`config.mk`:
```
export PLATFORM = sky130hd
export DESIGN_NAME = executer
export DESIGN_NICKNAME = d
export VERILOG_FILES = /design/src/common/core_pkg.sv /design/src/hdl/executer.sv
export SDC_FILE = /design/constraint.sdc
export NUM_CORES = 1
export LEC_CHECK = 0
export BUFFER_PORTS_ARGS = -buffer_cell sky130_fd_sc_hd__buf_4
export CORE_ASPECT_RATIO = 1.75
export CORE_MARGIN = 1
export CORE_UTILIZATION = 48
export CTS_CLUSTER_DIAMETER = 120
export DETAILED_ROUTE_END_ITERATION = 16
export PLACE_DENSITY = 0.79
export SLEW_MARGIN = 5
export SYNTH_ARGS = -nofsm -noshare
export SYNTH_HDL_FRONTEND = slang
export SYNTH_SLANG_ARGS = --single-unit
export TNS_END_PERCENT = 10
```
`constraint.sdc`:
```
create_clock -name clk -period 3.1 [get_ports clk]
set_input_delay 0.31 -clock clk [delete_from_list [all_inputs] [get_ports clk]]
set_output_delay 0.31 -clock clk [all_outputs]
set_load 0.01 [all_outputs]
```
`src/common/core_pkg.sv`:
```
package core_pkg;

   typedef logic [31:0] xlen_t;
   typedef logic [4:0]  reg_idx_t;

   typedef enum logic [2:0] {
      ALU_ADD, ALU_SUB, ALU_AND, ALU_OR, ALU_XOR, ALU_SLT, ALU_PASS_B
   } alu_op_e;

   typedef enum logic [2:0] {
      BR_NONE, BR_BEQ, BR_BNE, BR_BLT, BR_JAL, BR_JALR
   } branch_e;

   typedef enum logic [6:0] {
      OP_LUI    = 7'b0110111,
      OP_JAL    = 7'b1101111,
      OP_JALR   = 7'b1100111,
      OP_BRANCH = 7'b1100011,
      OP_LOAD   = 7'b0000011,
      OP_STORE  = 7'b0100011,
      OP_IMM    = 7'b0010011,
      OP_REG    = 7'b0110011
   } opcode_e;

   typedef struct packed {
      logic     valid;
      xlen_t    pc;
      reg_idx_t rs1;        // zero when the operand is not a register
      reg_idx_t rs2;
      xlen_t    a;
      xlen_t    b;          // rs2 value or immediate
      xlen_t    imm;
      xlen_t    store_data;
      reg_idx_t rd;
      logic     reg_we;
      logic     mem_re;
      logic     mem_we;
      alu_op_e  alu_op;
      branch_e  branch;
   } id_ex_t;

   typedef struct packed {
      logic     valid;
      xlen_t    result;     // alu value, address or link
      xlen_t    store_data;
      reg_idx_t rd;
      logic     reg_we;
      logic     mem_re;
      logic     mem_we;
   } ex_mem_t;

   typedef struct packed {
      logic     reg_we;
      reg_idx_t rd;
      xlen_t    data;
   } wb_t;

   localparam xlen_t UART_ADDR = 32'h8000_0000;

endpackage

```
`src/hdl/executer.sv`:
```
`timescale 1ns/1ps

module executer import core_pkg::*; (
   input  logic    clk,
   input  logic    rst_i,
   input  id_ex_t  id_ex_i,
   input  xlen_t   op_a_i,
   input  xlen_t   op_b_i,
   input  xlen_t   store_data_i,
   output logic    redirect_o,
   output xlen_t   target_o,
   output logic    flush_o,
   output ex_mem_t ex_mem_o
);

   xlen_t   alu_res;
   logic    lt, eq, taken, is_jump;
   ex_mem_t nxt;

   assign lt      = $signed(op_a_i) < $signed(op_b_i);  // shared by slt and blt
   assign eq      = op_a_i == op_b_i;
   assign is_jump = id_ex_i.branch inside {BR_JAL, BR_JALR};

   always_comb begin
      case (id_ex_i.alu_op)
         ALU_ADD:    alu_res = op_a_i + op_b_i;
         ALU_SUB:    alu_res = op_a_i - op_b_i;
         ALU_AND:    alu_res = op_a_i & op_b_i;
         ALU_OR:     alu_res = op_a_i | op_b_i;
         ALU_XOR:    alu_res = op_a_i ^ op_b_i;
         ALU_SLT:    alu_res = {31'b0, lt};
         ALU_PASS_B: alu_res = op_b_i;
         default:    alu_res = '0;
      endcase
   end

   always_comb begin
      case (id_ex_i.branch)
         BR_BEQ:          taken = eq;
         BR_BNE:          taken = !eq;
         BR_BLT:          taken = lt;
         BR_JAL, BR_JALR: taken = 1'b1;
         default:         taken = 1'b0;
      endcase
   end

   assign target_o = (id_ex_i.branch == BR_JALR) ? ((op_a_i + id_ex_i.imm) & ~32'd1)
                                                 : id_ex_i.pc + id_ex_i.imm;
   assign redirect_o = id_ex_i.valid && taken;
   assign flush_o    = redirect_o;  // kills the instruction in decode

   always_comb begin
      nxt.valid      = id_ex_i.valid;
      nxt.result     = is_jump ? id_ex_i.pc + 32'd4 : alu_res;  // link value
      nxt.store_data = store_data_i;
      nxt.rd         = id_ex_i.rd;
      nxt.reg_we     = id_ex_i.reg_we;
      nxt.mem_re     = id_ex_i.mem_re;
      nxt.mem_we     = id_ex_i.mem_we;
   end

   always_ff @(posedge clk) begin
      if (rst_i) begin
         ex_mem_o.valid <= 1'b0;
      end else begin
         ex_mem_o <= nxt;
      end
   end

endmodule

```
==> results_dict.tcl <==
set metrics [dict create \
    grt_pass1_vias 15300 \
    yosysTopAreaCell "ha_1" \
    cts_buffer_depth 2 \
    path_cells "buf_4 -> clkinvlp_4 -> buf_4 -> buf_4 -> fa_2 -> o21bai_1 -> a21oi_2 -> o21ai_2 -> a2111oi_4 -> nor4_2 -> o41ai_2 -> nor2_1 -> o311a_1 -> o31ai_1 -> and3_1 -> buf_4" \
    syn_area_um2 12100 \
    synth_fp_nets 2004 \
    clkPwrFrac 0.202 \
    violations "negative setup slack" \
    ys_seq_area_frac 0.180 \
    cts_tree "built" \
    grt_max_degree 58 \
    grt.total_usage 0.425 \
    setup_viol 23 \
    seq_power_share 0.210 \
    layout_min_cycle_time_ns 3.51 \
    peakVddDrop_mv 0.239 \
    drtPass1Iterations 5 \
    cpMostUsedCell "buf_4" \
    synth_area_leaders "ha_1 (18%), edfxtp_1 (18%), a21oi_1 (6.0%)" \
    antenna_found_initial 1 \
    yosysWarnings 0 \
    combPwrFrac 0.589 \
    crit_type "in -> out" \
    critPathMaxFanout 2 \
    syn_avg_cell_area_um2 7.85 \
    synth_edf_count 72 \
    min_path_type "in -> reg" \
    final_cell_mix "buf_4 (664), ha_1 (170), a21oi_1 (135)" \
    drc 0 \
    largest_reg_flops 73 \
    dp.final_hpwl_mm 43.7 \
    cell_internal_pwr_mw 3.56 \
    clk_pin_slew_ns 0.06 \
    hp-start "store_data_i[30]" \
    final_nets 2616 \
    rsz0062_at_grt "yes" \
    stdcell_count 2472 \
    final_area_um2 18100 \
    synth_seq_cells 73 \
    slowest_delay_ns 0.44 \
    critPathSlowestCell "o41ai_2" \
    grt_overflow 0 \
    gp_congestion 1.04 \
    finalHoldViolCount 0 \
    worst_setup_path_end_kind "output port" \
    post_synth_num_cell_types 82 \
    synth_ff_type "edfxtp_1" \
    cts-buffers-inserted 9 \
    portBuffers 283 \
    fin_tns_setup_ns -4.30 \
    dpl.cell_count 2441 \
    root_buffer "clkbuf_16" \
    final_common_cell "buf_4" \
    clock_sinks 73 \
    async_flop_share 0 \
    die_area_um2 25900 \
    routed_via_density 6.12 \
    max_freq_mhz 285 \
    area_delta_synth_final_pct 49.2 \
    total_power_mw 5.89 \
    hold_buffers 0 \
    cap_violations 0 \
    die_y_um 212 \
    drt-total-wl_mm 55.5 \
    initial_utilization 0.490 \
    cp.required_ns 2.79 \
    p_sw_frac 0.394 \
    maxSlewViolCount 0 \
    dpl_cell_area_um2 17200 \
    hold_path_depth 1 \
    h-tree-depth 3 \
    pre_cts_slack_ns -0.687 \
    slew_headroom 0.455 \
    critPathLaunchType "input port" \
    p_leak_nw 8.69 \
    ios 390 \
    postRouteAntennaNets 0 \
    status "finished, violations left" \
    vias 15100 \
    fin_crit_sh 1.13 \
    row_count 76 \
    synthCells 1542 \
    fill_cells 1938 \
    die_w_um 122 \
    core_um2 24700 \
    power_density_nw_per_um2 326 \
    drt_iter0_drc 1228 \
    synth_top_area_frac 0.181 \
    hold_ws_ns 0.120 \
    drive_above_1_share 0.373 \
    worst_pin_slew_ns 0.807 \
    hold_end "ex_mem_o[38]$_DFFE_PN_" \
    cp.arrival_ns 3.20 \
    grt_pass1_wl_mm 82.8 \
    p_switching_mw 2.32 \
    largestRegisters "ex_mem_o: 73 flops" \
    drt-wirelength-per-cell_um 22.5 \
    largest-register "ex_mem_o" \
    worst_slack_ns -0.409 \
    fin_util 0.731 \
]
[area by class of cell]
| class | count | area, um^2 | share of cell area |
|---|---|---|---|
| multi-input cells | 1286 | 9630 | 0.533 |
| repair buffers | 671 | 5090 | 0.282 |
| inverters | 113 | 445 | 0.0247 |
| clock inverters | 7 | 103 | 0.00568 |
| well taps | 312 | 390 | 0.0216 |
| flip-flops and latches | 73 | 2180 | 0.121 |
| diodes | 1 | 2.50 | 0.000138 |
| clock buffers | 9 | 225 | 0.0125 |
[Yosys cell counts, drive strengths merged (6+ instances only)]
master and instances:
nor2 124, nand3 31, nand2 108, a31oi 18, o31ai 17, o211ai 18
o21a 18, o31a 6, a2111oi 10, a211oi 20, or2 9, xor2 42
nand4 16, nor2b 14, a221oi 10, mux2i 33, a21o 47, o221ai 11
o21bai 28, ha 175, nand2b 12, or3 8, nor3 38, clkbuf 51
a22oi 7, o22ai 27, and2 6, inv 111, a31o 6, a21oi 148
xnor2 66, o21ai 108, and3 12, and4 6, buf 19, edfxtp 72
nor4 14
[cell families (layout without fill, tap and decap cells)]
kind of cell,count (synthesis),in the layout,share of synthesized area
buffers and inverters,183,800,0.0594
XOR/XNOR,108,108,0.0781
multiplexers,36,36,0.0310
adder cells (fa/ha/maj),179,179,0.187
AO/OA/AOI/OAI,555,555,0.305
other,0,1,0
flip-flops,73,73,0.180
AND/OR/NAND/NOR,408,408,0.159
[timing repair]
action	in CTS	in global routing
resized for setup	70	29
endpoints found under the setup margin	31	36
setup buffers	10	4
pin swaps	42	24
[worst max path at each step]
stage,end,from,depth (start not counted),slack (ns)
after floorplan,redirect_o,op_a_i[0],14,-0.07
after global routing,redirect_o,op_a_i[1],16,-0.54
after detailed placement,ex_mem_o[70]$_DFFE_PN_,op_a_i[0],14,-0.69
final,redirect_o,op_a_i[1],16,-0.41
after CTS,target_o[28],id_ex_i[46],16,-0.34
after global placement,target_o[30],id_ex_i[46],17,-0.59
[metal layers]
| metal | wire [um] | part of all wire | up-vias | track usage |
|---|---|---|---|---|
| li1 | - | - | 6946 | - |
| met1 | 19100 | 0.34 | 7010 | 0.439 |
| met2 | 27400 | 0.49 | 898 | 0.741 |
| met3 | 4180 | 0.075 | 274 | 0.0848 |
| met4 | 4780 | 0.086 | 0 | 0.331 |
| met5 | 0 | 0 | - | 0 |
[worst max-delay path: cells and delay by family]
family	cells	cell delay [ns]
compound gates	7	1.70
fa+ha+maj	1	0.20
simple gates	3	0.42
buf+inv	5	0.59
[power groups by stage]
stage | Sequential [mW] | Clock [mW] | Combinational, mW
3_5_place_dp | 1.26 | 0 | 3.23
3_3_place_gp | 1.25 | 0 | 3.18
5_1_grt | 1.24 | 1.22 | 3.69
6_report | 1.24 | 1.19 | 3.46
4_1_cts | 1.24 | 1.18 | 3.34
2_1_floorplan | 1.30 | 0 | 1.57
Power figures use the tool's default switching activity.
