==> src/common/core_pkg.sv <==
package core_pkg;

   typedef logic [31:0] xlen_t;
   typedef logic [4:0]  reg_idx_t;

   typedef enum logic [2:0] {
      ALU_ADD, ALU_SUB, ALU_AND, ALU_OR, ALU_XOR, ALU_SLT, ALU_PASS_B
   } alu_op_e;

   typedef enum logic [2:0] {
      BR_NONE, BR_BEQ, BR_BNE, BR_BLT, BR_JAL, BR_JALR
   } branch_e;

   typedef enum logic [6:0] {
      OP_LUI    = 7'b0110111,
      OP_JAL    = 7'b1101111,
      OP_JALR   = 7'b1100111,
      OP_BRANCH = 7'b1100011,
      OP_LOAD   = 7'b0000011,
      OP_STORE  = 7'b0100011,
      OP_IMM    = 7'b0010011,
      OP_REG    = 7'b0110011
   } opcode_e;

   typedef struct packed {
      logic     valid;
      xlen_t    pc;
      reg_idx_t rs1;        // zero when the operand is not a register
      reg_idx_t rs2;
      xlen_t    a;
      xlen_t    b;          // rs2 value or immediate
      xlen_t    imm;
      xlen_t    store_data;
      reg_idx_t rd;
      logic     reg_we;
      logic     mem_re;
      logic     mem_we;
      alu_op_e  alu_op;
      branch_e  branch;
   } id_ex_t;

   typedef struct packed {
      logic     valid;
      xlen_t    result;     // alu value, address or link
      xlen_t    store_data;
      reg_idx_t rd;
      logic     reg_we;
      logic     mem_re;
      logic     mem_we;
   } ex_mem_t;

   typedef struct packed {
      logic     reg_we;
      reg_idx_t rd;
      xlen_t    data;
   } wb_t;

   localparam xlen_t UART_ADDR = 32'h8000_0000;

endpackage

==> src/hdl/decoder.sv <==
`timescale 1ns/1ps

module decoder import core_pkg::*; (
   input  logic    clk,
   input  logic    rst_i,
   input  xlen_t   pc_i,
   input  xlen_t   insn_i,
   input  logic    valid_i,
   input  logic    flush_i,
   input  id_ex_t  ex_i,
   input  wb_t     wb_i,
   output logic    stall_o,
   output id_ex_t  id_ex_o
);

   xlen_t    regs [32];
   opcode_e  opcode;
   reg_idx_t rs1, rs2, rd;
   logic [2:0] funct3;
   xlen_t    imm_i, imm_s, imm_b, imm_u, imm_j;
   xlen_t    rs1_val, rs2_val;
   id_ex_t   dec;

   // read with bypass from the write in progress
   function automatic xlen_t rf_read(reg_idx_t idx, xlen_t stored, wb_t wb);
      if (idx == '0) return '0;
      if (wb.reg_we && wb.rd == idx) return wb.data;
      return stored;
   endfunction

   function automatic alu_op_e funct_to_alu(logic [2:0] f3, logic sub);
      case (f3)
         3'b000:  return sub ? ALU_SUB : ALU_ADD;
         3'b010:  return ALU_SLT;
         3'b100:  return ALU_XOR;
         3'b110:  return ALU_OR;
         3'b111:  return ALU_AND;
         default: return ALU_ADD;
      endcase
   endfunction

   assign opcode = opcode_e'(insn_i[6:0]);
   assign rd     = insn_i[11:7];
   assign funct3 = insn_i[14:12];
   assign rs1    = insn_i[19:15];
   assign rs2    = insn_i[24:20];

   assign imm_i = {{20{insn_i[31]}}, insn_i[31:20]};
   assign imm_s = {{20{insn_i[31]}}, insn_i[31:25], insn_i[11:7]};
   assign imm_b = {{19{insn_i[31]}}, insn_i[31], insn_i[7], insn_i[30:25], insn_i[11:8], 1'b0};
   assign imm_u = {insn_i[31:12], 12'b0};
   assign imm_j = {{11{insn_i[31]}}, insn_i[31], insn_i[19:12], insn_i[20], insn_i[30:21], 1'b0};

   assign rs1_val = rf_read(rs1, regs[rs1], wb_i);
   assign rs2_val = rf_read(rs2, regs[rs2], wb_i);

   always_comb begin
      dec        = '0;
      dec.valid  = valid_i;
      dec.pc     = pc_i;
      dec.alu_op = ALU_ADD;
      dec.branch = BR_NONE;
      case (opcode)
         OP_LUI: begin
            dec.rd = rd; dec.reg_we = 1'b1;
            dec.imm = imm_u; dec.b = imm_u; dec.alu_op = ALU_PASS_B;
         end
         OP_IMM: begin
            dec.rs1 = rs1; dec.a = rs1_val; dec.rd = rd; dec.reg_we = 1'b1;
            dec.imm = imm_i; dec.b = imm_i; dec.alu_op = funct_to_alu(funct3, 1'b0);
         end
         OP_REG: begin
            dec.rs1 = rs1; dec.a = rs1_val; dec.rs2 = rs2; dec.b = rs2_val;
            dec.rd = rd; dec.reg_we = 1'b1;
            dec.alu_op = funct_to_alu(funct3, insn_i[30]);
         end
         OP_LOAD: begin  // word only
            dec.rs1 = rs1; dec.a = rs1_val; dec.imm = imm_i; dec.b = imm_i;
            dec.rd = rd; dec.reg_we = 1'b1; dec.mem_re = 1'b1;
         end
         OP_STORE: begin
            dec.rs1 = rs1; dec.a = rs1_val; dec.imm = imm_s; dec.b = imm_s;
            dec.rs2 = rs2; dec.store_data = rs2_val; dec.mem_we = 1'b1;
         end
         OP_BRANCH: begin
            dec.rs1 = rs1; dec.a = rs1_val; dec.rs2 = rs2; dec.b = rs2_val;
            dec.imm = imm_b;
            case (funct3)
               3'b000:  dec.branch = BR_BEQ;
               3'b001:  dec.branch = BR_BNE;
               3'b100:  dec.branch = BR_BLT;
               default: dec.branch = BR_NONE;
            endcase
         end
         OP_JAL: begin
            dec.rd = rd; dec.reg_we = 1'b1; dec.imm = imm_j; dec.branch = BR_JAL;
         end
         OP_JALR: begin
            dec.rs1 = rs1; dec.a = rs1_val; dec.rd = rd; dec.reg_we = 1'b1;
            dec.imm = imm_i; dec.branch = BR_JALR;
         end
         default: ;  // treated as nop
      endcase
   end

   // load in EX feeding a source of this instruction
   assign stall_o = valid_i && ex_i.valid && ex_i.mem_re && ex_i.rd != '0 &&
                    (ex_i.rd == dec.rs1 || ex_i.rd == dec.rs2);

   always_ff @(posedge clk) begin
      if (wb_i.reg_we && wb_i.rd != '0) begin
         regs[wb_i.rd] <= wb_i.data;
      end
      if (rst_i || stall_o || flush_i) begin
         id_ex_o.valid <= 1'b0;  // bubble
      end else begin
         id_ex_o <= dec;
      end
   end

endmodule

==> config.mk <==
export PLATFORM = sky130hd
export DESIGN_NAME = decoder
export DESIGN_NICKNAME = d
export VERILOG_FILES = /design/src/common/core_pkg.sv /design/src/hdl/decoder.sv
export SDC_FILE = /design/constraint.sdc
export NUM_CORES = 2
export LEC_CHECK = 0
export BUFFER_PORTS_ARGS = -buffer_cell sky130_fd_sc_hd__buf_2
export CORE_UTILIZATION = 54
export DETAILED_ROUTE_END_ITERATION = 10
export PLACE_DENSITY = 0.77
export SYNTH_ARGS = -nofsm -noshare
export SYNTH_HDL_FRONTEND = slang
export SYNTH_SLANG_ARGS = --single-unit
==> constraint.sdc <==
create_clock -name clk -period 10.3 [get_ports clk]
set_input_delay 0.515 -clock clk [delete_from_list [all_inputs] [get_ports clk]]
set_output_delay 0.515 -clock clk [all_outputs]
set_load 0.01 [all_outputs]
==> impl_metrics.tcl <==
set metrics [dict create \
    outcome "completed" \
    synth_edf_count 1208 \
    period_needed_ns 4.602 \
    grt_pass1_wl_microns 241800 \
    clkPwrFrac 0.394 \
    arrival_ns 4.95 \
    grt_overflow 0 \
    cp_slowest_cell "o41ai_1" \
    routabilityCongestion 0.9011 \
    hold_viol 0 \
    post_drt_wl_per_cell_microns 38.18 \
    power_mw 10.53 \
    max_cap_violations 0 \
    vias_per_cell 7.523 \
    cts_buffer_depth 3 \
    synthCells 2755 \
    crit_path_cell_trace "buf_8 > buf_4 > xor2_1 > nor4_1 > and3_2 > buf_4 > nand2b_2 > buf_4 > o41ai_1" \
    endpoint_kind "register" \
    synth-async-reset-ratio 0 \
    place_ws_ns 5.271 \
    synthesis.area_sq_um 54590 \
    postCtsSetupRepairBufs 0 \
    intPower_mw 8.146 \
    dp.cells 4228 \
    whs_ns 0.09014 \
    fin_area_sq_um 61560 \
    grt_use_total 0.3352 \
    layout.nets 3375 \
    numCtsBuffers 120 \
    peakVddDrop_uv 166.6 \
    timing_worst_setup_path_type "in2reg" \
    utilization 0.6147 \
    row_count 116 \
    grt_pass1_vias 33750 \
    yosysSeqAreaShare 0.6649 \
    cts_tree "built" \
    pin_count 477 \
    rsz0062_at_grt "no" \
    power_frac_comb 0.080 \
    clkSinkCount 1209 \
    ys_seq_elements 1209 \
    placed_area_sq_um 57590 \
    tightest_slew_ns 1.398 \
    final_cell_mix "1,208 x edfxtp_1, 513 x mux4_2, 292 x buf_2" \
    io_buffers 298 \
    clock.fmax_mhz 217.3 \
    die-area_sq_um 102400 \
    coreArea_sq_um 100100 \
    drc 0 \
    antenna_found_initial 21 \
    final_cells 4482 \
    wl_microns 171100 \
    drt-initial-drc-count 5574 \
    cp.required_ns 10.65 \
    grt_max_degree 129 \
    setup_slack_ns 5.698 \
    synth_flop_cell "edfxtp_1" \
    p_seq_frac 0.527 \
    synth_cell_types 67 \
    power.switching_mw 2.384 \
    startpoint_type "input pin" \
    crit_fanout 80 \
    final_common_cell "edfxtp_1" \
    min_period_over_period 0.4468 \
    die_h_microns 319.9 \
    cpPeakStageDelay_ns 1.05 \
    clockRootBuffer "clkbuf_16" \
    crit_path_frequent_cell "buf_4" \
    tns_ns 0 \
    dp_hpwl_microns 95910 \
    setup_viol 0 \
    fin_skew_ns 0.02640 \
    path_clk_slew_ns 0.06 \
    yosysTopAreaCellShare 0.6645 \
    finalMaxSlewViolations 0 \
    drive_gt1_frac 0.3590 \
    clkLatencyLatePin_ns 0.73 \
    vias 33720 \
    relSlewSlack 0.05953 \
    syn_avg_cell_area_sq_um 19.81 \
    area_delta_synth_final_pct 12.77 \
    yosysTopAreaCell "edfxtp_1" \
    initial_core_util 0.5451 \
    fillers 6767 \
    power_density_nw_per_um2 171.0 \
    yosys_warnings 0 \
    swShare 0.2264 \
    ant_nets 0 \
    synth_area_leaders "edfxtp_1 66%, mux4_2 21%, o22ai_1 1.8%, a211oi_1 0.77%, a22o_1 0.74%" \
    min_path_type "in2reg" \
    die_w_microns 319.9 \
    drt-pass1-iter-count 6 \
    cellLeakagePower_nw 20.09 \
    htreeDepth 3 \
]
state kept, by name (all words and copies together) (netlist names):
| register | cells |
|---|---|
| id_ex_o | 185 |
| regs | 1024 |
critical path, delay by kind of cell:
kind / cells / cell delay (ns)
compound gates: 1 / 1.05
xor+xnor: 1 / 0.20
buf+inv: 4 / 2.20
simple gates: 3 / 0.87
Yosys cell counts (all sizes together), types with 6 or more instances:
cell type  count
o41ai         24
o221ai         9
a22o          46
mux2          23
buf          125
o21ai         10
nand3b         7
mux4         513
nor3           9
o22ai        161
xor2          12
mux2i         38
nor2b          8
or3            6
nand2         66
clkbuf       106
a221o         32
and2          57
nor4          49
nor2          71
and3           7
a21o          14
edfxtp      1208
nand2b         8
nand3         32
a211oi        56
power groups by stage:
stage | registers, mW | clock network [mW] | logic, mW
2_1_floorplan | 5.66 | 0 | 0.492
3_3_place_gp | 5.64 | 0 | 0.791
3_5_place_dp | 5.65 | 0 | 0.812
4_1_cts | 5.54 | 4.17 | 0.826
5_1_grt | 5.55 | 4.36 | 0.874
6_report | 5.54 | 4.14 | 0.841
path summary, 6_finish.rpt:
path                startpoint            to  slack, ns  cells past startpoint
hold / removal         valid_i  id_ex_o[184]       0.09                      2
setup reg to reg   regs[5][24]  id_ex_o[102]       7.92                      4
hold reg to reg   regs[30][14]  id_ex_o[124]       0.96                      3
setup / recovery    insn_i[16]  id_ex_o[140]       5.70                      9
final cells by class:
cell class / instances / area (sq um) / area share
sequential: 1209 / 36290 / 0.5896
multi-input combinational: 1340 / 17520 / 0.2845
clock buffer: 156 / 3181 / 0.05167
timing repair buffer: 407 / 2451 / 0.03982
tap: 1298 / 1624 / 0.02638
clock inverter: 55 / 442.9 / 0.007195
antenna: 11 / 27.53 / 0.0004471
inverter: 6 / 22.52 / 0.0003658
timing repair:
| item | in CTS | in global routing |
|---|---|---|
| resized for setup | 0 | 0 |
| endpoints found under the hold margin | 32 | 0 |
| hold buffers | 32 | 0 |
routing by layer:
metal | wire length [microns] | up-vias | track usage
met3 | 28560 | 592 | 0.1286
met2 | 75960 | 3343 | 0.4893
li1 | - | 12630 | -
met1 | 55920 | 17140 | 0.4368
met4 | 10450 | 10 | 0.1809
met5 | 249 | - | 0
logic make-up after synthesis:
group                     after synthesis  synth area share
muxes                                 574            0.2234
AOI/OAI and AO/OA                     378           0.05403
xor gates and xnor gates               17          0.002728
buffers and inverters                 237           0.02191
DFF                                  1209            0.6649
other                                   1        0.00006870
and+or+nand+nor                       339           0.03301
No activity file was read; power rests on OpenSTA's default activity.
