`src/common/core_pkg.sv`:
```
package core_pkg;

   typedef logic [31:0] xlen_t;
   typedef logic [4:0]  reg_idx_t;

   typedef enum logic [2:0] {
      ALU_ADD, ALU_SUB, ALU_AND, ALU_OR, ALU_XOR, ALU_SLT, ALU_PASS_B
   } alu_op_e;

   typedef enum logic [2:0] {
      BR_NONE, BR_BEQ, BR_BNE, BR_BLT, BR_JAL, BR_JALR
   } branch_e;

   typedef enum logic [6:0] {
      OP_LUI    = 7'b0110111,
      OP_JAL    = 7'b1101111,
      OP_JALR   = 7'b1100111,
      OP_BRANCH = 7'b1100011,
      OP_LOAD   = 7'b0000011,
      OP_STORE  = 7'b0100011,
      OP_IMM    = 7'b0010011,
      OP_REG    = 7'b0110011
   } opcode_e;

   typedef struct packed {
      logic     valid;
      xlen_t    pc;
      reg_idx_t rs1;        // zero when the operand is not a register
      reg_idx_t rs2;
      xlen_t    a;
      xlen_t    b;          // rs2 value or immediate
      xlen_t    imm;
      xlen_t    store_data;
      reg_idx_t rd;
      logic     reg_we;
      logic     mem_re;
      logic     mem_we;
      alu_op_e  alu_op;
      branch_e  branch;
   } id_ex_t;

   typedef struct packed {
      logic     valid;
      xlen_t    result;     // alu value, address or link
      xlen_t    store_data;
      reg_idx_t rd;
      logic     reg_we;
      logic     mem_re;
      logic     mem_we;
   } ex_mem_t;

   typedef struct packed {
      logic     reg_we;
      reg_idx_t rd;
      xlen_t    data;
   } wb_t;

   localparam xlen_t UART_ADDR = 32'h8000_0000;

endpackage

```
`src/hdl/data_forwarding.sv`:
```
`timescale 1ns/1ps

module data_forwarding import core_pkg::*; (
   input  id_ex_t  id_ex_i,
   input  ex_mem_t ex_mem_i,
   input  wb_t     wb_i,
   output xlen_t   op_a_o,
   output xlen_t   op_b_o,
   output xlen_t   store_data_o
);

   // newest producer wins, loads in MEM are covered by the load-use stall
   function automatic xlen_t pick(reg_idx_t idx, xlen_t dec_val, ex_mem_t mem, wb_t wb);
      if (idx == '0) return dec_val;
      if (mem.valid && mem.reg_we && !mem.mem_re && mem.rd == idx) return mem.result;
      if (wb.reg_we && wb.rd == idx) return wb.data;
      return dec_val;
   endfunction

   assign op_a_o = pick(id_ex_i.rs1, id_ex_i.a, ex_mem_i, wb_i);

   // stores carry rs2 for the data only, b is the offset
   assign op_b_o = id_ex_i.mem_we ? id_ex_i.b
                                  : pick(id_ex_i.rs2, id_ex_i.b, ex_mem_i, wb_i);

   assign store_data_o = pick(id_ex_i.rs2, id_ex_i.store_data, ex_mem_i, wb_i);

endmodule

```
`config.mk`:
```
export PLATFORM = sky130hd
export DESIGN_NAME = data_forwarding
export DESIGN_NICKNAME = d
export VERILOG_FILES = /design/src/common/core_pkg.sv /design/src/hdl/data_forwarding.sv
export SDC_FILE = /design/constraint.sdc
export NUM_CORES = 1
export LEC_CHECK = 0
export BUFFER_PORTS_ARGS = -buffer_cell sky130_fd_sc_hd__buf_4
export CORE_AREA = 2 2 153 155
export DETAILED_ROUTE_END_ITERATION = 10
export DIE_AREA = 0 0 155 157
export GPL_TIMING_DRIVEN = 0
export SETUP_SLACK_MARGIN = 0.3
export SYNTH_ARGS = -nofsm -noshare
export SYNTH_HDL_FRONTEND = slang
export SYNTH_SLANG_ARGS = --single-unit
```
`constraint.sdc`:
```
create_clock -name vclk -period 2
set_input_delay 0 -clock vclk [all_inputs]
set_output_delay 0 -clock vclk [all_outputs]
set_load 0.02 [all_outputs]
```
==> results.py, run 1 <==
metrics = {
    "setup_path": {
        "endpoint_kind": "output pin",
        "crit_arrival_ps": 2010,
        "slowest_delay_ps": 550,
        "required_ps": 2000,
        "crit_type": "in2out",
        "path_cells": "buf_8, xor2_1, or4_4, or2_4, buf_12, a21oi_4, buf_12, buf_8, a2bb2oi_1, buf_4",
        "crit_path_start_kind": "input pin",
        "crit_path_max_fanout": 7,
        "slowest_stage": "or4_4",
        "critPathTopFamily": "simple AND/OR/NAND/NOR gates",
        "crit_buf_inv": 5,
    },
    "synthesis": {
        "netlist.area_leader.share": 0.3596,
        "synth_top_area_cell": "o22a_1",
        "yosysUniqueCellTypes": 24,
        "synth_commonest_cells": "o22a_1 (75), a2bb2oi_1 (46), o22ai_1 (39)",
        "synth_cells": 238,
        "synth.most_common_cell": "o22a_1",
        "synth_area_leaders": "o22a_1 (36%), a2bb2oi_1 (22%), o22ai_1 (13%)",
        "ys_seq_area_frac": 0,
        "syn_nets": 534,
        "avgSynthCellArea_um2": 7.675,
        "syn_area_um2": 1827,
        "yosys_warnings": 0,
    },
    "routing": {
        "vias": 3584,
        "drc": 0,
        "viasPerCell": 4.329,
        "postRouteAntennaNets": 0,
        "drt_iter0_drc": 159,
        "wire_per_inst_um": 21.78,
        "drt_wl_total_um": 18040,
        "first_pass_iters": 4,
    },
    "min_path": {
        "holdCritStartpoint": "id_ex_i[106]",
        "hold_end": "op_b_o[28]",
        "whs_path_depth": 3,
        "min-delay-path-class": "in2out",
    },
    "layout": {
        "syn_to_final_growth_pct": 209.0,
        "design_area_um2": 5645,
        "sequential_cell_total": 0,
        "nets": 840,
        "drive_gt1_frac": 0.7325,
        "nClkBuffers": 0,
        "ff_latch_area_um2": 0,
        "final_cells": 828,
    },
    "clock_tree": {
        "cts_hold_buf": 0,
    },
    "sta": {
        "fmax_mhz": 497.7,
        "final-hold-violation-count": 0,
        "slew_violations": 0,
        "period_share": 1.005,
        "rsz0062_at_grt": "true",
        "min_period_ps": 2009,
        "setup_viol": 6,
        "relSlewSlack": 0.3184,
        "tightest_slew_ps": 1022,
        "tns_ps": -28.01,
        "layout_setup_ws_ps": -9.196,
    },
    "run_status": {
        "outcome": "complete, but fails checks",
        "violations": "setup timing",
    },
    "die": {
        "die_w_um": 155,
        "core_area_um2": 22500,
        "die_h_um": 157,
        "die_area_um2": 24340,
        "start_util": 0.08118,
        "ioPinCount": 392,
        "fp-row-count": 55,
    },
    "placed_design": {
        "gp_congestion": 0.7863,
        "pre_cts_slack_ps": -733.0,
        "dpl_cell_area_um2": 4293,
        "dp_hpwl_um": 13750,
        "dp.cells": 804,
        "io_buffers": 281,
    },
    "power_and_ir_drop": {
        "power.density_nw_per_um2": 209.3,
        "p_leak_nw": 2.399,
        "ir_worst_vdd_uv": 80.39,
    },
    "grt": {
        "grt.total_usage": 0.1267,
        "met3_usage": 0.02340,
        "grt_pass1_wl_um": 23090,
        "top_usage_layer": "met2",
        "grt.met2_usage": 0.2394,
        "antenna_found_initial": 1,
        "grt_max_degree": 11,
        "met1_usage": 0.1516,
        "grt_pass1_vias": 3748,
        "gr-total-overflow": 0,
    },
    "run": {
        "cap_viol_max_count": 0,
    },
}
-- cells in the final DEF, fill, tap and decap left out, drive strengths merged, types with 2 or more instances in the layout --
master / instances
buf: 319
o22a: 75
a2bb2oi: 46
o22ai: 39
clkbuf: 16
xor2: 12
xnor2: 8
nand2: 6
nor2: 4
nor4: 2
and2: 2
nor3: 2
a21oi: 2
or2: 2
-- layout make-up --
class / instances / area [µm²]
fillers: 2416 / 16860
repair buffers: 304 / 2784
multi-input cells: 207 / 2135
plain buffers: 31 / 367.9
well taps: 285 / 356.6
diodes: 1 / 2.502
-- metal layers --
metal	vias to the layer above	wire length (µm)
li1	1645	-
met1	1705	7486
met2	202	8986
met3	32	1258
met4	0	305
met5	-	0
-- power by group --
| group | internal [mW] | total [mW] | switching (mW) |
|---|---|---|---|
| Sequential | 0 | 0 | 0 |
| Clock | 0.0000000669 | 0.0000000669 | 0 |
| Combinational | 0.669 | 1.18 | 0.512 |
| Total | 0.669 | 1.18 | 0.512 |
-- timing repair --
action                     4_1_cts  5_1_grt
cloned                           4        4
gates resized for setup         79      160
pin swaps                       18       26
setup buffers                    9        6
setup endpoints to repair       96       96
-- worst max-delay path by stage --
stage	to	from	cells after the start
floorplan	store_data_o[14]	ex_mem_i[1]	7
global placement	op_a_o[11]	ex_mem_i[1]	8
detailed placement	op_a_o[11]	ex_mem_i[1]	8
CTS	op_b_o[5]	ex_mem_i[1]	10
global route	store_data_o[25]	ex_mem_i[7]	10
finish	store_data_o[30]	ex_mem_i[7]	10
-- kinds of logic (layout without fill, tap and decap cells) --
kind of cell / Yosys count / count (layout) / share of synthesized area
compound gates: 165 / 165 / 0.7473
buf+inv: 31 / 335 / 0.09314
simple gates: 22 / 22 / 0.06370
xor+xnor: 20 / 20 / 0.09589
other cells: 0 / 1 / 0
-- through the flow --
| stage | total power, mW | util | hold WS [ps] |
|---|---|---|---|
| 6_report | 1.182 | 0.2509 | 309.3 |
| 5_1_grt | 1.240 | 0.2508 | 325.7 |
| 3_3_place_gp | 0.9550 | 0.1908 | 303.9 |
| 4_1_cts | 1.015 | 0.2110 | 309.1 |
| 3_5_place_dp | 0.9602 | 0.1908 | 304.9 |
| 2_1_floorplan | 0.3915 | - | 186.4 |
No activity file was read; power rests on OpenSTA's default activity.
==> run 2, diff against run 1 <==
--- a/config.mk
+++ b/config.mk
@@ -6,11 +6,12 @@
 export NUM_CORES = 1
 export LEC_CHECK = 0
 export BUFFER_PORTS_ARGS = -buffer_cell sky130_fd_sc_hd__buf_4
-export CORE_AREA = 2 2 153 155
+export CORE_AREA = 2 2 152 154
 export DETAILED_ROUTE_END_ITERATION = 10
-export DIE_AREA = 0 0 155 157
+export DIE_AREA = 0 0 154 156
 export GPL_TIMING_DRIVEN = 0
 export SETUP_SLACK_MARGIN = 0.3
 export SYNTH_ARGS = -nofsm -noshare
 export SYNTH_HDL_FRONTEND = slang
 export SYNTH_SLANG_ARGS = --single-unit
+export TNS_END_PERCENT = 20
==> constraint.sdc (replaced) <==
create_clock -name vclk -period 2.45
set_input_delay 0 -clock vclk [all_inputs]
set_output_delay 0 -clock vclk [all_outputs]
set_load 0.02 [all_outputs]
==> results.py, run 2 (synthesis results as in run 1) <==
metrics = {
    "power_and_ir_drop": {
        "p_int_uw": 433.1,
        "power.density_nw_per_um2": 179.2,
        "p_seq_frac": 0,
        "power_frac_comb": 1.000,
        "ir_worst_vdd_uv": 52.16,
        "clock_power_share": 0,
        "p_sw_frac": 0.4542,
        "p_leak_nw": 1.982,
        "p_sw_uw": 360.4,
    },
    "layout": {
        "final_util": 0.1980,
        "syn_to_final_growth_pct": 142.4,
        "insertedDiodeCount": 0,
        "ff_latch_area_um2": 0,
        "nClkBuffers": 0,
        "sequential_cell_total": 0,
        "drive_gt1_frac": 0.6095,
        "n_fill_cell": 2511,
        "final_common_cell": "buf_4",
        "nets": 823,
        "multi_input_area_um2": 1698,
        "final_cell_mix": "buf_4 (290), o22a_1 (75), a2bb2oi_1 (45), o22ai_1 (39), xor2_1 (12)",
    },
    "die": {
        "die_h_um": 156,
        "die_area_um2": 24020,
        "start_util": 0.08168,
        "core_area_um2": 22370,
        "fp-row-count": 55,
        "die_w_um": 154,
        "ioPinCount": 392,
    },
    "routing": {
        "postRouteAntennaNets": 0,
        "first_pass_iters": 4,
        "drc": 0,
        "drt_wl_total_um": 15890,
        "viasPerCell": 4.181,
        "drt_iter0_drc": 250,
        "vias": 3387,
        "wire_per_inst_um": 19.61,
    },
    "sta": {
        "fmax_mhz": 476.2,
        "min_period_ps": 2100,
        "final-hold-violation-count": 0,
        "relSlewSlack": 0.5381,
        "period_share": 0.8571,
        "setup_viol": 0,
        "slew_violations": 0,
        "tightest_slew_ps": 692.8,
        "rsz0062_at_grt": "true",
        "layout_setup_ws_ps": 350.2,
    },
    "run_status": {
        "outcome": "finished, final reports clean",
    },
    "grt": {
        "grt.total_usage": 0.1226,
        "grt_pass1_vias": 3491,
        "grt_max_degree": 11,
        "antenna_found_initial": 0,
        "grt_pass1_wl_um": 22340,
        "gr-total-overflow": 0,
    },
    "placed_design": {
        "dp_hpwl_um": 13490,
        "pre_cts_slack_ps": -373.8,
        "io_buffers": 281,
        "gp_congestion": 0.7958,
    },
    "setup_path": {
        "crit_path_end": "op_a_o[8]",
        "endpoint_kind": "output pin",
        "crit_type": "in2out",
        "crit_path_start_kind": "input pin",
        "crit_path_max_fanout": 10,
        "cp-startpoint": "ex_mem_i[1]",
        "crit_arrival_ps": 2100,
        "required_ps": 2450,
    },
    "min_path": {
        "holdCritStartpoint": "id_ex_i[93]",
        "min-delay-path-class": "in2out",
    },
    "run": {
        "cap_viol_max_count": 0,
    },
    "clock_tree": {
        "cts_hold_buf": 0,
    },
}
==> run 2: changes by cell type in the layout (fill, tap and decap cells not counted), moves of 7 or more <==
cell | previous run | this run
buf_6 | 89 | 7
o22ai_1 | 25 | 39
buf_12 | 11 | 1
o22ai_2 | 12 | 0
buf_4 | 208 | 290
a2bb2oi_2 | 34 | 1
buf_8 | 7 | 0
a2bb2oi_1 | 8 | 45
==> run 2: layer usage <==
layer  global-route usage  wire length [µm]  share of wire
met5                    0                 0              0
met4              0.01024               193          0.012
met3              0.01917               964          0.061
met2               0.2157              7616           0.48
met1               0.1638              7112           0.45
==> run 2: critical path: stages <==
cell and delay, ps:
buf_4 100, nand3b_1 210, nor4_2 450, nand2_2 240
a21boi_4 300, clkbuf_2 370, a2bb2oi_1 240, buf_4 180
==> run 2: per-stage QoR <==
stage	setup TNS (ps)	total power, mW	std cells	instance area, µm²	hold slack (ps)
floorplan	0	0.3196	238	1827	186.4
global placement	-7767	0.7803	804	4293	305.4
detailed placement	-8494	0.7834	804	4293	304.2
CTS	0	0.7961	810	4408	308.4
global route	0	0.8420	810	4428	316.5
finish	0	0.7935	810	4428	307.4
==> run 2: repair_timing <==
action / 4_1_cts / 5_1_grt
buffers inserted: 6 / 0
pin swaps: 2 / 2
gates cloned: 0 / 0
setup endpoints to repair: 94 / 87
resized for setup: 19 / 11
==> run 2: power groups by stage <==
stage / registers (mW) / logic [mW] / clock network [mW]
floorplan: 0 / 0.320 / 0
global placement: 0 / 0.780 / 0
detailed placement: 0 / 0.783 / 0
CTS: 0 / 0.796 / 0
global route: 0 / 0.842 / 0
finish: 0 / 0.793 / 0
==> run 2: final cells by class <==
cell class,count,share of cell area
Tap cell,285,0.08053
Multi-Input combinational cell,207,0.3834
Buffer,31,0.04662
Timing Repair Buffer,287,0.4894
==> run 2: worst min-delay path by stage <==
stage,to,slack (ps),depth (start not counted)
after CTS,op_b_o[13],310,3
after global routing,op_b_o[15],320,3
after global placement,op_b_o[13],310,3
after floorplan,op_a_o[0],190,1
final,op_b_o[15],310,3
after detailed placement,op_b_o[13],300,3
==> run 3, diff against run 2 <==
--- a/config.mk
+++ b/config.mk
@@ -10,6 +10,7 @@
 export DETAILED_ROUTE_END_ITERATION = 10
 export DIE_AREA = 0 0 154 156
 export GPL_TIMING_DRIVEN = 0
+export REMOVE_ABC_BUFFERS = 1
 export SETUP_SLACK_MARGIN = 0.3
 export SYNTH_ARGS = -nofsm -noshare
 export SYNTH_HDL_FRONTEND = slang
==> results.py, run 3 (synthesis results as in run 1) <==
metrics = {
    "sta": {
        "tightest_slew_ps": 881.6,
        "min_period_ps": 2120,
        "rsz0062_at_grt": "true",
        "final-hold-violation-count": 0,
        "period_share": 0.8652,
        "setup_viol": 0,
        "relSlewSlack": 0.4102,
        "fmax_mhz": 471.8,
        "slew_violations": 0,
    },
    "routing": {
        "vias": 3433,
        "drt_wl_total_um": 16240,
        "drc": 0,
        "first_pass_iters": 4,
        "drt_iter0_drc": 196,
        "viasPerCell": 4.302,
        "postRouteAntennaNets": 0,
        "wire_per_inst_um": 20.35,
    },
    "setup_path": {
        "critPathTopFamily": "simple AND/OR/NAND/NOR gates",
        "path_cells": "buf_4, nand3b_1, or4_4, or2_4, buf_16, a21oi_4, buf_12, o22a_1, buf_4",
        "crit_path_max_fanout": 8,
        "crit_type": "in2out",
        "crit_arrival_ps": 2120,
        "crit_path_start_kind": "input pin",
        "slowest_delay_ps": 570,
        "required_ps": 2450,
        "crit_top_cell": "buf_4",
        "endpoint_kind": "output pin",
        "crit_buf_inv": 4,
        "cp-startpoint": "ex_mem_i[1]",
        "slowest_stage": "or4_4",
    },
    "die": {
        "fp-row-count": 55,
        "die_w_um": 154,
        "die_h_um": 156,
        "die_area_um2": 24020,
        "core_area_um2": 22370,
        "ioPinCount": 392,
        "start_util": 0.08168,
    },
    "power_and_ir_drop": {
        "power.density_nw_per_um2": 178.5,
        "p_leak_nw": 2.012,
        "power_uw": 808.2,
        "ir_worst_vdd_uv": 53.33,
    },
    "layout": {
        "nets": 810,
        "final_common_cell": "buf_4",
        "final_cell_mix": "buf_4 (291), o22a_1 (75), a2bb2oi_1 (46), o22ai_1 (39), xor2_1 (12)",
        "syn_to_final_growth_pct": 147.8,
        "drive_gt1_frac": 0.6250,
        "sequential_cell_total": 0,
        "design_area_um2": 4527,
        "ff_latch_area_um2": 0,
        "nClkBuffers": 0,
    },
    "run_status": {
        "outcome": "finished, final reports clean",
    },
    "grt": {
        "antenna_found_initial": 0,
        "grt.total_usage": 0.1159,
        "gr-total-overflow": 0,
        "grt_pass1_wl_um": 21320,
        "grt_max_degree": 34,
        "grt_pass1_vias": 3526,
    },
    "run": {
        "cap_viol_max_count": 0,
    },
    "min_path": {
        "holdCritStartpoint": "id_ex_i[87]",
        "min-delay-path-class": "in2out",
    },
    "placed_design": {
        "io_buffers": 281,
        "dpl_cell_area_um2": 4233,
        "gp_congestion": 0.7715,
        "dp_hpwl_um": 11160,
    },
    "clock_tree": {
        "cts_hold_buf": 0,
    },
}
## run 3: cell types whose count changed in the layout (fill, tap and decap cells not counted), sizes merged
| cell | before | now |
|---|---|---|
| nand2 | 6 | 7 |
| buf | 298 | 301 |
| clkbuf | 20 | 1 |
| diode | 0 | 1 |
| a21oi | 2 | 4 |
## run 3: area by class of cell
| cell class | instances | area (µm²) |
|---|---|---|
| Multi-Input combinational cell | 210 | 1762 |
| Timing Repair Buffer | 302 | 2406 |
| Antenna cell | 1 | 2.502 |
| Tap cell | 285 | 356.6 |
| Fill cell | 2487 | 17840 |
## run 3: what timing repair did
| item | CTS | global route |
|---|---|---|
| pin swaps | 7 | 5 |
| buffers inserted | 14 | 3 |
| endpoints found under the setup margin | 96 | 62 |
| gates resized for setup | 8 | 6 |
| gates cloned | 2 | 2 |
## run 3: metrics by stage
stage	setup WS, ps	util	setup TNS [ps]	cells	hold slack, ps
after floorplan	-382.4	-	-12240	207	186.4
after global placement	-2776	0.1843	-141910	773	305.0
after detailed placement	-642.4	0.1893	-39050	776	304.9
after CTS	275.9	0.1981	0	792	309.1
after global routing	283.4	0.2023	0	797	317.5
final	330.3	0.2024	0	798	307.5
## run 3: worst paths after layout
path / endpoint / slack [ps] / depth (start not counted)
setup / recovery: op_b_o[29] / 330 / 9
hold / removal: op_b_o[9] / 310 / 3
## run 3: power breakdown
group	leakage, nW	total [mW]	switching, mW	internal (mW)
Clock	0.00000634	0.0000000546	0	0.0000000546
Combinational	2.01	0.808	0.370	0.438
Sequential	0	0	0	0
## run 3: metal layers
layer | part of all wire | vias up | global-route usage
met3 | 0.067 | 24 | 0.01639
met2 | 0.51 | 221 | 0.2197
met5 | 0 | - | 0
met4 | 0.022 | 0 | 0.02715
li1 | - | 1591 | -
met1 | 0.40 | 1597 | 0.1372
